[config.mk]
export PLATFORM = sky130hd
export DESIGN_NAME = dbg_top
export DESIGN_NICKNAME = d
export VERILOG_FILES = /design/src/logic/dbg_pkg.sv /design/src/logic/dbg_bus_master.sv /design/src/logic/dbg_bus_module.sv /design/src/logic/dbg_chain_select.sv /design/src/logic/dbg_ctrl_module.sv /design/src/logic/dbg_req_fifo.sv /design/src/logic/dbg_top.sv
export SDC_FILE = /design/constraint.sdc
export NUM_CORES = 1
export LEC_CHECK = 0
export BUFFER_PORTS_ARGS = -buffer_cell sky130_fd_sc_hd__buf_2
export CAP_MARGIN = 20
export CORE_MARGIN = 5
export CORE_UTILIZATION = 30
export DETAILED_ROUTE_END_ITERATION = 8
export GPL_TIMING_DRIVEN = 0
export PLACE_DENSITY = 0.47
export SLEW_MARGIN = 10
export SYNTH_ARGS = -nofsm -noshare
export SYNTH_HDL_FRONTEND = slang
export SYNTH_SLANG_ARGS = --single-unit
[constraint.sdc]
create_clock -name tck_i -period 5.4 [get_ports tck_i]
set_clock_uncertainty 0.15 [all_clocks]
set_input_delay 1.08 -clock tck_i [delete_from_list [all_inputs] [get_ports tck_i]]
set_output_delay 1.08 -clock tck_i [all_outputs]
set_load 0.03 [all_outputs]
[src/logic/dbg_pkg.sv]
package dbg_pkg;

  ////////////////////////////////////////
  // Widths with a meaning
  ////////////////////////////////////////

  // Bus address and data word
  typedef logic [15:0] addr_t;
  typedef logic [31:0] data_t;
  // One bit per CPU, stall mask and breakpoint flags
  typedef logic [3:0]  stall_t;

  // Debug module IDs
  typedef enum logic [1:0] {
    MOD_BUS   = 2'd0,
    MOD_CTRL  = 2'd1,
    MOD_RSVD2 = 2'd2,
    MOD_RSVD3 = 2'd3
  } dbg_module_e;

  // Bus command opcodes, code 3 acts as NOP
  typedef enum logic [1:0] {
    OP_NOP   = 2'd0,
    OP_WRITE = 2'd1,
    OP_READ  = 2'd2
  } bus_op_e;

  // Single bus request, 49 bits
  typedef struct packed {
    logic  write;
    addr_t addr;
    data_t data;
  } bus_req_t;

  // Bus master FSM
  typedef enum logic {
    ST_IDLE,
    ST_ACCESS
  } mst_state_e;

  ////////////////////////////////////////
  // Main data register layout
  ////////////////////////////////////////

  localparam int DR_LEN       = 51;
  // Top bit, last one shifted in
  localparam int DR_SEL_BIT   = 50;
  // Module ID on select commands
  localparam int DR_ID_MSB    = 49;
  // Bus commands
  localparam int DR_OP_MSB    = 49;
  localparam int DR_ADDR_MSB  = 47;
  localparam int DR_WDATA_MSB = 31;
  // Control commands
  localparam int DR_WE_BIT    = 49;
  localparam int DR_STALL_MSB = 48;

endpackage

[src/logic/dbg_bus_master.sv]
`timescale 1ns/1ps

module dbg_bus_master (
  input  logic              tck_i,
  input  logic              tlr_i,
  // FIFO side
  input  logic              not_empty_i,
  input  dbg_pkg::bus_req_t head_i,
  output logic              pop_o,
  output logic              busy_o,
  // External bus
  output dbg_pkg::bus_req_t bus_req_o,
  output logic              bus_valid_o,
  input  logic              bus_ready_i,
  input  dbg_pkg::data_t    bus_rdata_i,
  // Read response to bus module
  output logic              rsp_valid_o,
  output dbg_pkg::data_t    rsp_data_o
);

  import dbg_pkg::*;

  mst_state_e state_q;
  bus_req_t   req_q;
  logic       rsp_valid_q;
  data_t      rsp_data_q;

  // Pop as we leave idle
  assign pop_o = (state_q == ST_IDLE) && not_empty_i;

  ////////////////////////////////////////
  // Access FSM
  ////////////////////////////////////////

  always_ff @(posedge tck_i or posedge tlr_i) begin
    if (tlr_i) begin
      state_q     <= ST_IDLE;
      rsp_valid_q <= 1'b0;
    end else begin
      rsp_valid_q <= 1'b0;
      case (state_q)
        ST_IDLE: begin
          if (not_empty_i) begin
            state_q <= ST_ACCESS;
          end
        end
        ST_ACCESS: begin
          // Ready edge completes the access
          if (bus_ready_i) begin
            state_q     <= ST_IDLE;
            rsp_valid_q <= !req_q.write;
          end
        end
        default: state_q <= ST_IDLE;
      endcase
    end
  end

  // Request held stable for the whole access
  always_ff @(posedge tck_i) begin
    if (pop_o) begin
      req_q <= head_i;
    end
  end

  // Read word sampled at the completing edge
  always_ff @(posedge tck_i) begin
    if (state_q == ST_ACCESS && bus_ready_i) begin
      rsp_data_q <= bus_rdata_i;
    end
  end

  assign busy_o      = (state_q == ST_ACCESS);
  assign bus_valid_o = (state_q == ST_ACCESS);
  assign bus_req_o   = req_q;
  assign rsp_valid_o = rsp_valid_q;
  assign rsp_data_o  = rsp_data_q;

endmodule

[src/logic/dbg_bus_module.sv]
`timescale 1ns/1ps

module dbg_bus_module (
  input  logic                       tck_i,
  input  logic                       tlr_i,
  input  logic                       tdi_i,
  input  logic                       shift_dr_i,
  input  logic                       capture_dr_i,
  input  logic                       update_dr_i,
  input  logic [dbg_pkg::DR_LEN-1:0] data_reg_i,
  input  logic                       sel_i,
  output logic                       tdo_o,
  output logic                       inhibit_o,
  // Request strobe into FIFO
  output logic                       push_o,
  output dbg_pkg::bus_req_t          push_req_o,
  // Pending work indicators
  input  logic                       fifo_not_empty_i,
  input  logic                       master_busy_i,
  // Read response from master
  input  logic                       rsp_valid_i,
  input  dbg_pkg::data_t             rsp_data_i
);

  import dbg_pkg::*;

  // rd_valid plus read word
  localparam int CAP_W = $bits(data_t) + 1;

  bus_op_e          op;
  logic             cmd_upd;
  logic             push_q;
  bus_req_t         req_q;
  data_t            rdata_q;
  logic             rd_valid_q;
  logic [CAP_W-1:0] cap_q;

  // Opcode of a bus command
  assign op = bus_op_e'(data_reg_i[DR_OP_MSB -: 2]);
  // Update-DR for this module, not a select
  assign cmd_upd = update_dr_i && sel_i && !data_reg_i[DR_SEL_BIT];

  ////////////////////////////////////////
  // Command decode and push
  ////////////////////////////////////////

  // Strobe one cycle after Update-DR
  always_ff @(posedge tck_i or posedge tlr_i) begin
    if (tlr_i) begin
      push_q <= 1'b0;
    end else begin
      push_q <= cmd_upd && (op == OP_WRITE || op == OP_READ);
    end
  end

  // Request payload
  always_ff @(posedge tck_i) begin
    if (cmd_upd) begin
      req_q.write <= (op == OP_WRITE);
      req_q.addr  <= data_reg_i[DR_ADDR_MSB -: $bits(addr_t)];
      req_q.data  <= data_reg_i[DR_WDATA_MSB -: $bits(data_t)];
    end
  end

  assign push_o     = push_q;
  assign push_req_o = req_q;

  // Request in flight anywhere in the path
  assign inhibit_o = push_q | fifo_not_empty_i | master_busy_i;

  ////////////////////////////////////////
  // Read data
  ////////////////////////////////////////

  // Sticky valid, new read clears it
  always_ff @(posedge tck_i or posedge tlr_i) begin
    if (tlr_i) begin
      rd_valid_q <= 1'b0;
    end else if (cmd_upd && op == OP_READ) begin
      rd_valid_q <= 1'b0;
    end else if (rsp_valid_i) begin
      rd_valid_q <= 1'b1;
    end
  end

  always_ff @(posedge tck_i) begin
    if (rsp_valid_i) begin
      rdata_q <= rsp_data_i;
    end
  end

  // Capture then shift out LSB first
  always_ff @(posedge tck_i or posedge tlr_i) begin
    if (tlr_i) begin
      cap_q <= '0;
    end else if (capture_dr_i && sel_i) begin
      cap_q <= {rdata_q, rd_valid_q};
    end else if (shift_dr_i && sel_i) begin
      cap_q <= {tdi_i, cap_q[CAP_W-1:1]};
    end
  end

  assign tdo_o = cap_q[0];

endmodule

[src/logic/dbg_chain_select.sv]
`timescale 1ns/1ps

module dbg_chain_select (
  input  logic                     tck_i,
  input  logic                     tlr_i,
  input  logic                     tdi_i,
  input  logic                     shift_dr_i,
  input  logic                     update_dr_i,
  input  logic                     debug_select_i,
  // Whole main register, seen by every module
  output logic [dbg_pkg::DR_LEN-1:0] data_reg_o,
  // One-hot module selects
  output logic                     bus_sel_o,
  output logic                     ctrl_sel_o,
  // Module returns
  input  logic                     bus_inhibit_i,
  input  logic                     bus_tdo_i,
  input  logic                     ctrl_tdo_i,
  output logic                     tdo_o
);

  import dbg_pkg::*;

  logic [DR_LEN-1:0] shift_q;
  dbg_module_e       mod_id_q;
  logic              select_cmd;
  dbg_module_e       mod_id_in;

  // Fields of a select command
  assign select_cmd = shift_q[DR_SEL_BIT];
  assign mod_id_in  = dbg_module_e'(shift_q[DR_ID_MSB -: 2]);

  ////////////////////////////////////////
  // Main shift register
  ////////////////////////////////////////

  // TDI enters at the top, LSB falls off
  always_ff @(posedge tck_i or posedge tlr_i) begin
    if (tlr_i) begin
      shift_q <= '0;
    end else if (debug_select_i && shift_dr_i) begin
      shift_q <= {tdi_i, shift_q[DR_LEN-1:1]};
    end
  end

  assign data_reg_o = shift_q;

  ////////////////////////////////////////
  // Module ID
  ////////////////////////////////////////

  // New ID only when no bus work is pending
  always_ff @(posedge tck_i or posedge tlr_i) begin
    if (tlr_i) begin
      mod_id_q <= MOD_BUS;
    end else if (debug_select_i && update_dr_i && select_cmd && !bus_inhibit_i) begin
      mod_id_q <= mod_id_in;
    end
  end

  // Select decode
  assign bus_sel_o  = (mod_id_q == MOD_BUS);
  assign ctrl_sel_o = (mod_id_q == MOD_CTRL);

  // TDO mux, reserved IDs read as 0
  always_comb begin
    case (mod_id_q)
      MOD_BUS:  tdo_o = bus_tdo_i;
      MOD_CTRL: tdo_o = ctrl_tdo_i;
      default:  tdo_o = 1'b0;
    endcase
  end

endmodule

[src/logic/dbg_ctrl_module.sv]
`timescale 1ns/1ps

module dbg_ctrl_module (
  input  logic                       tck_i,
  input  logic                       tlr_i,
  input  logic                       tdi_i,
  input  logic                       shift_dr_i,
  input  logic                       capture_dr_i,
  input  logic                       update_dr_i,
  input  logic [dbg_pkg::DR_LEN-1:0] data_reg_i,
  input  logic                       sel_i,
  input  dbg_pkg::stall_t            cpu_bp_i,
  output logic                       tdo_o,
  output dbg_pkg::stall_t            cpu_stall_o
);

  import dbg_pkg::*;

  // Breakpoints low, stall mask high
  localparam int CAP_W = 2 * $bits(stall_t);

  logic             wr_q;
  stall_t           mask_q;
  stall_t           stall_q;
  logic [CAP_W-1:0] cap_q;

  // Stage the write, apply one cycle later
  always_ff @(posedge tck_i or posedge tlr_i) begin
    if (tlr_i) begin
      wr_q    <= 1'b0;
      stall_q <= '0;
    end else begin
      wr_q <= update_dr_i && sel_i && !data_reg_i[DR_SEL_BIT] && data_reg_i[DR_WE_BIT];
      if (wr_q) begin
        stall_q <= mask_q;
      end
    end
  end

  always_ff @(posedge tck_i) begin
    if (update_dr_i && sel_i) begin
      mask_q <= data_reg_i[DR_STALL_MSB -: $bits(stall_t)];
    end
  end

  assign cpu_stall_o = stall_q;

  // Capture and shift out
  always_ff @(posedge tck_i or posedge tlr_i) begin
    if (tlr_i) begin
      cap_q <= '0;
    end else if (capture_dr_i && sel_i) begin
      cap_q <= {stall_q, cpu_bp_i};
    end else if (shift_dr_i && sel_i) begin
      cap_q <= {tdi_i, cap_q[CAP_W-1:1]};
    end
  end

  assign tdo_o = cap_q[0];

endmodule

[src/logic/dbg_req_fifo.sv]
`timescale 1ns/1ps

module dbg_req_fifo #(
  parameter int FIFO_DEPTH = 4
) (
  input  logic              tck_i,
  input  logic              tlr_i,
  input  logic              push_i,
  input  dbg_pkg::bus_req_t push_data_i,
  input  logic              pop_i,
  output dbg_pkg::bus_req_t head_o,
  output logic              not_empty_o
);

  import dbg_pkg::*;

  localparam int PTR_W = $clog2(FIFO_DEPTH);
  localparam int CNT_W = $clog2(FIFO_DEPTH + 1);
  // Last slot index, wrap point for any depth
  localparam logic [PTR_W-1:0] LAST = PTR_W'(FIFO_DEPTH - 1);

  bus_req_t         mem_q [FIFO_DEPTH];
  logic [PTR_W-1:0] wr_ptr_q;
  logic [PTR_W-1:0] rd_ptr_q;
  logic [CNT_W-1:0] count_q;

  // Storage
  always_ff @(posedge tck_i) begin
    if (push_i) begin
      mem_q[wr_ptr_q] <= push_data_i;
    end
  end

  // Pointers and fill level
  always_ff @(posedge tck_i or posedge tlr_i) begin
    if (tlr_i) begin
      wr_ptr_q <= '0;
      rd_ptr_q <= '0;
      count_q  <= '0;
    end else begin
      if (push_i) begin
        wr_ptr_q <= (wr_ptr_q == LAST) ? '0 : wr_ptr_q + 1'b1;
      end
      if (pop_i) begin
        rd_ptr_q <= (rd_ptr_q == LAST) ? '0 : rd_ptr_q + 1'b1;
      end
      // Simultaneous push and pop keep the count
      if (push_i && !pop_i) begin
        count_q <= count_q + 1'b1;
      end else if (pop_i && !push_i) begin
        count_q <= count_q - 1'b1;
      end
    end
  end

  assign head_o      = mem_q[rd_ptr_q];
  assign not_empty_o = (count_q != '0);

endmodule

[src/logic/dbg_top.sv]
`timescale 1ns/1ps

module dbg_top #(
  parameter int FIFO_DEPTH = 4
) (
  // JTAG clock and TAP reset
  input  logic              tck_i,
  input  logic              tlr_i,
  input  logic              tdi_i,
  // TAP state strobes
  input  logic              shift_dr_i,
  input  logic              capture_dr_i,
  input  logic              update_dr_i,
  input  logic              debug_select_i,
  output logic              tdo_o,
  // Memory bus master port
  output dbg_pkg::bus_req_t bus_req_o,
  output logic              bus_valid_o,
  input  logic              bus_ready_i,
  input  dbg_pkg::data_t    bus_rdata_i,
  // CPU debug lines
  input  dbg_pkg::stall_t   cpu_bp_i,
  output dbg_pkg::stall_t   cpu_stall_o
);

  import dbg_pkg::*;

  // Shared data register and selects
  logic [DR_LEN-1:0] data_reg;
  logic              bus_sel;
  logic              ctrl_sel;
  // Per-module TDO and inhibit
  logic              bus_tdo;
  logic              ctrl_tdo;
  logic              bus_inhibit;
  // Bus module to FIFO
  logic              push;
  bus_req_t          push_req;
  // FIFO to master
  logic              not_empty;
  bus_req_t          head;
  logic              pop;
  // Master back to bus module
  logic              busy;
  logic              rsp_valid;
  data_t             rsp_data;

  ////////////////////////////////////////
  // Chain front end
  ////////////////////////////////////////

  dbg_chain_select u_chain_select (
    .tck_i          (tck_i),
    .tlr_i          (tlr_i),
    .tdi_i          (tdi_i),
    .shift_dr_i     (shift_dr_i),
    .update_dr_i    (update_dr_i),
    .debug_select_i (debug_select_i),
    .data_reg_o     (data_reg),
    .bus_sel_o      (bus_sel),
    .ctrl_sel_o     (ctrl_sel),
    .bus_inhibit_i  (bus_inhibit),
    .bus_tdo_i      (bus_tdo),
    .ctrl_tdo_i     (ctrl_tdo),
    .tdo_o          (tdo_o)
  );

  ////////////////////////////////////////
  // Bus path
  ////////////////////////////////////////

  dbg_bus_module u_bus_module (
    .tck_i            (tck_i),
    .tlr_i            (tlr_i),
    .tdi_i            (tdi_i),
    .shift_dr_i       (shift_dr_i),
    .capture_dr_i     (capture_dr_i),
    .update_dr_i      (update_dr_i),
    .data_reg_i       (data_reg),
    .sel_i            (bus_sel),
    .tdo_o            (bus_tdo),
    .inhibit_o        (bus_inhibit),
    .push_o           (push),
    .push_req_o       (push_req),
    .fifo_not_empty_i (not_empty),
    .master_busy_i    (busy),
    .rsp_valid_i      (rsp_valid),
    .rsp_data_i       (rsp_data)
  );

  dbg_req_fifo #(
    .FIFO_DEPTH (FIFO_DEPTH)
  ) u_req_fifo (
    .tck_i       (tck_i),
    .tlr_i       (tlr_i),
    .push_i      (push),
    .push_data_i (push_req),
    .pop_i       (pop),
    .head_o      (head),
    .not_empty_o (not_empty)
  );

  dbg_bus_master u_bus_master (
    .tck_i       (tck_i),
    .tlr_i       (tlr_i),
    .not_empty_i (not_empty),
    .head_i      (head),
    .pop_o       (pop),
    .busy_o      (busy),
    .bus_req_o   (bus_req_o),
    .bus_valid_o (bus_valid_o),
    .bus_ready_i (bus_ready_i),
    .bus_rdata_i (bus_rdata_i),
    .rsp_valid_o (rsp_valid),
    .rsp_data_o  (rsp_data)
  );

  // CPU control
  dbg_ctrl_module u_ctrl_module (
    .tck_i        (tck_i),
    .tlr_i        (tlr_i),
    .tdi_i        (tdi_i),
    .shift_dr_i   (shift_dr_i),
    .capture_dr_i (capture_dr_i),
    .update_dr_i  (update_dr_i),
    .data_reg_i   (data_reg),
    .sel_i        (ctrl_sel),
    .cpu_bp_i     (cpu_bp_i),
    .tdo_o        (ctrl_tdo),
    .cpu_stall_o  (cpu_stall_o)
  );

endmodule

Word-level counts from Yosys, hierarchy flattened
Memory sizes are Yosys's and may differ from the RTL's. A register that Yosys moved wholly into a read port is not among the register bits.
Index checks and enable logic that the tools add are counted.
{"block": "totals", "mem_count": 1, "out_inout_bits": 55, "ramBits": 196, "word_cells": 81, "ff_bits": 227}
{"block": "op_classes", "bitwise_logic": 3, "eq_ne": 5, "mux": 18, "n_reduce_logical": 31, "n_addsub": 4}
{"name": "u_req_fifo.mem_q", "depth": 4, "word_bits": 49, "rd": 1, "rd_clocked_by_memory_dff": 1, "wr": 1, "line_no": "dbg_req_fifo.sv:22", "source": "bus_req_t mem_q [FIFO_DEPTH];"}
{"operator": "2-to-1 mux 33 bit", "n": 2}
{"operator": "logical AND 1 bit", "n": 19}
{"operator": "2-to-1 mux 8 bit", "n": 2}
{"operator": "2-to-1 mux 1 bit", "n": 8}
{"operator": "nonzero test 2 bit", "n": 4}
{"operator": "== test 2 bit (second input constant)", "n": 3}
{"operator": "2-to-1 mux 3 bit", "n": 2}
{"operator": "zero test 1 bit", "n": 5}
{"operator": "adder 2 x 1 -> 2 bit (second input constant)", "n": 2}
{"operator": "== test 2 x 1 -> 1 bit (second input constant)", "n": 2}
{"operator": "2-to-1 mux 2 bit", "n": 2}
{"operator": "one-hot mux 1 bit (2 select lines)", "n": 2}
{"operator": "adder 3 x 1 -> 3 bit (second input constant)", "n": 1}
{"operator": "nonzero test 3 bit", "n": 1}
{"operator": "subtractor 3 x 1 -> 3 bit (second input constant)", "n": 1}
{"operator": "zero test 2 bit", "n": 1}
{"operator": "bitwise OR 1 bit", "n": 2}
{"operator": "logical OR 1 bit", "n": 1}
{"operator": "inverter 1 bit", "n": 1}

Longest topological paths before layout
{"block": "depth", "depth_word": 5, "ltp_mapped": 9, "ltp_nobuf": 9}

Cells and area by module
From an unflattened synthesis, not the netlist that was laid out.
{"block": "hier_totals", "hier_cells": 766, "area_unflattened_um2": 17081.4}
{"module": "dbg_req_fifo", "seq_area_each_um2": 6060.8, "cells_each": 294, "instances": 1, "area_per_inst_um2": 7541.0}
{"module": "dbg_bus_module", "seq_area_each_um2": 3308.2, "cells_each": 209, "instances": 1, "area_per_inst_um2": 4269.1}
{"module": "dbg_bus_master", "seq_area_each_um2": 2482.4, "cells_each": 90, "instances": 1, "area_per_inst_um2": 2532.4}
{"module": "dbg_chain_select", "seq_area_each_um2": 1326.3, "cells_each": 118, "instances": 1, "area_per_inst_um2": 2042.0}
{"module": "dbg_ctrl_module", "seq_area_each_um2": 445.4, "cells_each": 55, "instances": 1, "area_per_inst_um2": 696.9}

Worst setup path before layout
Ideal clock, no wire load.
{"block": "synth_timing", "kind": "input to register", "start": "input port update_dr_i", "end": "register u_bus_module.rd_valid_q", "cell_stages": 2, "t_required_ns": 4.943, "t_arrival_ns": 4.961, "setup_slack_ns": -0.018, "setup_time_ns": 0.307, "cell_sequence": "nor3b_1 a21oi_1"}
{"block": "synth_via", "elab_chain_len": 4}
{"item": "start, declared", "line_no": "dbg_top.sv:13", "source": "input logic update_dr_i,"}
{"item": "logical AND 1 bit * (2 in series)", "line_no": "dbg_bus_module.sv:41", "source": "assign cmd_upd = update_dr_i && sel_i && !data_reg_i[DR_SEL_BIT];"}
{"item": "logical AND 1 bit *", "line_no": "dbg_bus_module.sv:79", "source": "end else if (cmd_upd && op == OP_READ) begin"}
{"item": "2-to-1 mux 1 bit or nonzero test 2 bit (tied branches)"}
{"item": "end signal, assigned", "line_no": "dbg_bus_module.sv:78", "source": "rd_valid_q <= 1'b0;"}
{"item": "end signal, assigned", "line_no": "dbg_bus_module.sv:80", "source": "rd_valid_q <= 1'b0;"}
{"item": "end signal, assigned", "line_no": "dbg_bus_module.sv:82", "source": "rd_valid_q <= 1'b1;"}
{"item": "end, declared", "line_no": "dbg_bus_module.sv:35", "source": "logic rd_valid_q;"}
Every way passes the cells marked *; elsewhere a longest branch is shown, timed or not.
A chain may end at the register's enable or synchronous reset.

Worst setup path after layout
{"block": "layout_timing", "start": "register u_chain_select.mod_id_q[0]", "end": "output port tdo_o"}
{"block": "layout_via", "elab_chain_len": 2}
{"item": "start, declared", "line_no": "dbg_chain_select.sv:25", "source": "dbg_module_e mod_id_q;"}
{"item": "start signal, assigned", "line_no": "dbg_chain_select.sv:57", "source": "mod_id_q <= mod_id_in;"}
{"item": "== test 2 x 1 -> 1 bit or zero test 2 bit (tied branches)", "line_no": "dbg_chain_select.sv:67", "source": "case (mod_id_q)"}
{"item": "one-hot mux 1 bit (2 select lines) *", "line_no": "dbg_chain_select.sv:67"}
{"item": "end, declared", "line_no": "dbg_top.sv:15", "source": "output logic tdo_o,"}
Marks and branches as above.

==> results.yml <==
run_status:
  status: "finished, final reports clean"
critical_path:
  crit_slowest_cell: "dfrtp_1"
  path_buf_inv: 2
  crit_fanout: 10
  cpPeakStageDelay_ns: 0.37
  path_cells: "buf_6 > mux2i_1 > nor2_1 > buf_2"
  worstSetupEndpointType: "primary output"
  crit_type: "flop to primary output"
  cp_top_family: "flip-flops"
  crit_path_start_kind: "flop"
  critPathRequiredTime_ns: 4.17
  cp_data_arrival_time_ns: 1.53
pwr:
  power.density_nw_per_um2: 544.1
  peakVddDrop_mv: 0.2393
  p_leak_nw: 7.229
clocking:
  hold_buffers: 0
  cts_made_buffers: 52
  cts_sinks: 472
  cts_max_level: 2
  clk_pin_slew_worst_paths_ns: 0.06
  cts_resized: 0
  clockBufferDepth: 3
  postCtsSetupBuffers: 0
  cts-root-buf: "clkbuf_16"
  cts_tree: "yes"
  clock_latency_ns: 0.60
sta:
  rsz0062_at_grt: "no"
  fin_crit_sh: 0.5118
  clock.fmax_mhz: 361.8
  slew_headroom: 0.4407
  hold_violations: 0
  max_slew.worst_pin.slew_ns: 0.8380
  period_needed_ns: 2.764
  maxSlewViolCount: 0
  setup_tns_ns: 0
  setup_violations: 0
floorplan:
  dieHeight_um: 246.1
  fp.dieW_um: 246.1
  die_area_sq_um: 60550
  core_area_sq_um: 55200
  io_pins: 99
  rows: 86
  start_util: 0.3029
placement:
  io_buffers: 98
  place_congestion: 0.7260
  dpl_cell_area_sq_um: 18460
  post-dp-hpwl_mm: 18.91
synth:
  synth_cell_type_count: 36
  ys_top_cells_by_count: "362 x edfxtp_1, 110 x dfrtp_1, 58 x mux2_2, 49 x mux4_2, 36 x o21ai_0"
  yosys.cell_count.top_type: "edfxtp_1"
  seq_area_frac_synth: 0.8148
  ys_ff_latch: 472
  synth_edf_count: 362
  synth_warnings: 0
  ys.flop_type: "edfxtp_1"
  synthTopCellsByArea: "edfxtp_1 65%, dfrtp_1 16%, mux4_2 6.6%"
  syn_inst: 802
  yosysTopAreaCellShare: 0.6502
  synth_area_per_cell_sq_um: 20.85
  yosysTopAreaCell: "edfxtp_1"
  synthArstFlopShare: 0.2331
  synth_fp_nets: 855
  synth_area_sq_um: 16720
worst_hold_path:
  min_path_type: "flop to flop"
route:
  first_iter_violations: 415
  drc: 0
  num_vias: 7698
  ant_nets: 0
  vias_per_cell: 4.379
  wirelength_mm: 31.70
  wl_per_cell_um: 18.03
  drt-pass1-iter-count: 5
grt:
  overflow: 0
  grt_pass1_wl_mm: 49.85
  grt_max_degree: 65
  grt_pass1_vias: 8453
  grt_usage: 0.1061
  antenna_found_initial: 2
final_layout:
  drive_gt1_frac: 0.3297
  nets: 1019
  n_antenna_cell: 0
  fin_area_sq_um: 20210
  multi_input_area_sq_um: 2892
  layout-area-overhead-vs-synth_pct: 20.86
  regArea_sq_um: 13620
  fill_cells: 5106
run:
  maxCapViolCount: 0
-- worst reg2reg max path, stage by stage (launching register included) --
cell     delay [ns]
dfrtp_1        0.37
buf_6          0.14
or2_1          0.23
buf_6          0.14
nor3b_4        0.69
buf_16         0.24
buf_6          0.16
buf_8          0.15
-- logic make-up after synthesis --
family,share of synthesized area
compound gates,0.04131
xor+xnor,0.001572
fa+ha+maj,0.007184
buf+inv,0.01407
flops,0.8148
mux,0.1057
simple gates,0.01542
-- sequential cells by signal, summed over array words and instances, names as in the netlist --
register / count
u_req_fifo.mem_q: 196
u_chain_select.data_reg_o: 51
u_bus_master.bus_req_o: 49
u_bus_module.push_req_o: 49
u_bus_module.cap_q: 33
u_bus_master.rsp_data_o: 32
u_bus_module.rdata_q: 32
u_ctrl_module.cap_q: 8
u_ctrl_module.cpu_stall_o: 4
u_ctrl_module.mask_q: 4
u_req_fifo.count_q: 3
u_chain_select.mod_id_q: 2
u_req_fifo.rd_ptr_q: 2
u_req_fifo.wr_ptr_q: 2
u_bus_master.bus_valid_o: 1
u_bus_master.rsp_valid_o: 1
u_bus_module.push_o: 1
u_bus_module.rd_valid_q: 1
u_ctrl_module.wr_q: 1
-- per-stage QoR --
step | util | power, mW | instances | hold slack (ns) | worst slack (ns)
global placement | 0.3288 | 7.487 | 1648 | 0.2537 | -0.6965
finish | 0.3661 | 10.99 | 1758 | 0.2666 | 2.636
global route | 0.3661 | 11.60 | 1758 | 0.2757 | 2.525
floorplan | - | 6.758 | 802 | 0.2503 | 1.259
detailed placement | 0.3344 | 7.603 | 1660 | 0.2545 | 2.451
CTS | 0.3661 | 11.23 | 1758 | 0.2685 | 2.565
-- per-layer routing --
metal  up-vias  wire [um]  GRT usage
met2       154      15210     0.1754
met1      3945      14080     0.1400
met5         -         10          0
li1       3537          -          -
met3        60       1681    0.02690
met4         2        716    0.02937
-- area by class of cell --
| class | count | share of cell area |
|---|---|---|
| buffer | 38 | 0.01015 |
| clock buffer | 67 | 0.07071 |
| clock inverter | 31 | 0.01597 |
| inverter | 8 | 0.001734 |
| multi-input combinational | 284 | 0.1431 |
| sequential | 472 | 0.6742 |
| tap | 748 | 0.04631 |
| timing repair buffer | 110 | 0.03783 |
-- final timing paths --
check                                            from                            end  slack (ns)  cells after the start
hold reg to reg            u_bus_master.rsp_data_o[3]        u_bus_module.rdata_q[3]        0.27                      0
hold / removal             u_bus_master.rsp_data_o[3]        u_bus_module.rdata_q[3]        0.27                      0
min in group asynchronous                       tlr_i          u_bus_module.cap_q[3]        0.39                      2
setup / recovery           u_chain_select.mod_id_q[0]                          tdo_o        2.64                      4
max in group asynchronous                       tlr_i  u_chain_select.data_reg_o[39]        3.98                      3
setup reg to reg           u_chain_select.mod_id_q[1]    u_bus_module.push_req_o[40]        2.81                      7
-- layout by cell type (no fill, tap or decap), types with 2 or more instances in the layout --
master        n
a21oi_1       5
a221o_1       4
a22oi_1       3
and2_1        2
and2_4        4
buf_12        2
buf_16        7
buf_2       112
buf_6         7
buf_8         2
bufinv_16     4
clkbuf_1     27
clkbuf_16    53
clkbuf_8      5
clkinv_1      5
clkinv_2     15
clkinvlp_4    3
dfrtp_1     109
edfxtp_1    362
ha_1          8
inv_1         6
inv_16        2
mux2_2       58
mux4_2       49
nand2_1       5
nand2b_1      5
nand4b_1      4
nor2_1        8
nor2b_1       4
o21ai_0      36
o21ai_1      35
o22ai_1      33
o2bb2ai_1     4
xor2_1        2
-- power by group --
group	internal (mW)	leakage, nW	switching, mW	total [mW]
logic	0.926	1.61	1.34	2.27
registers	4.82	4.76	0.355	5.17
clock network	2.08	0.863	1.47	3.55
Note: power is estimated with default switching activity, not from simulation.
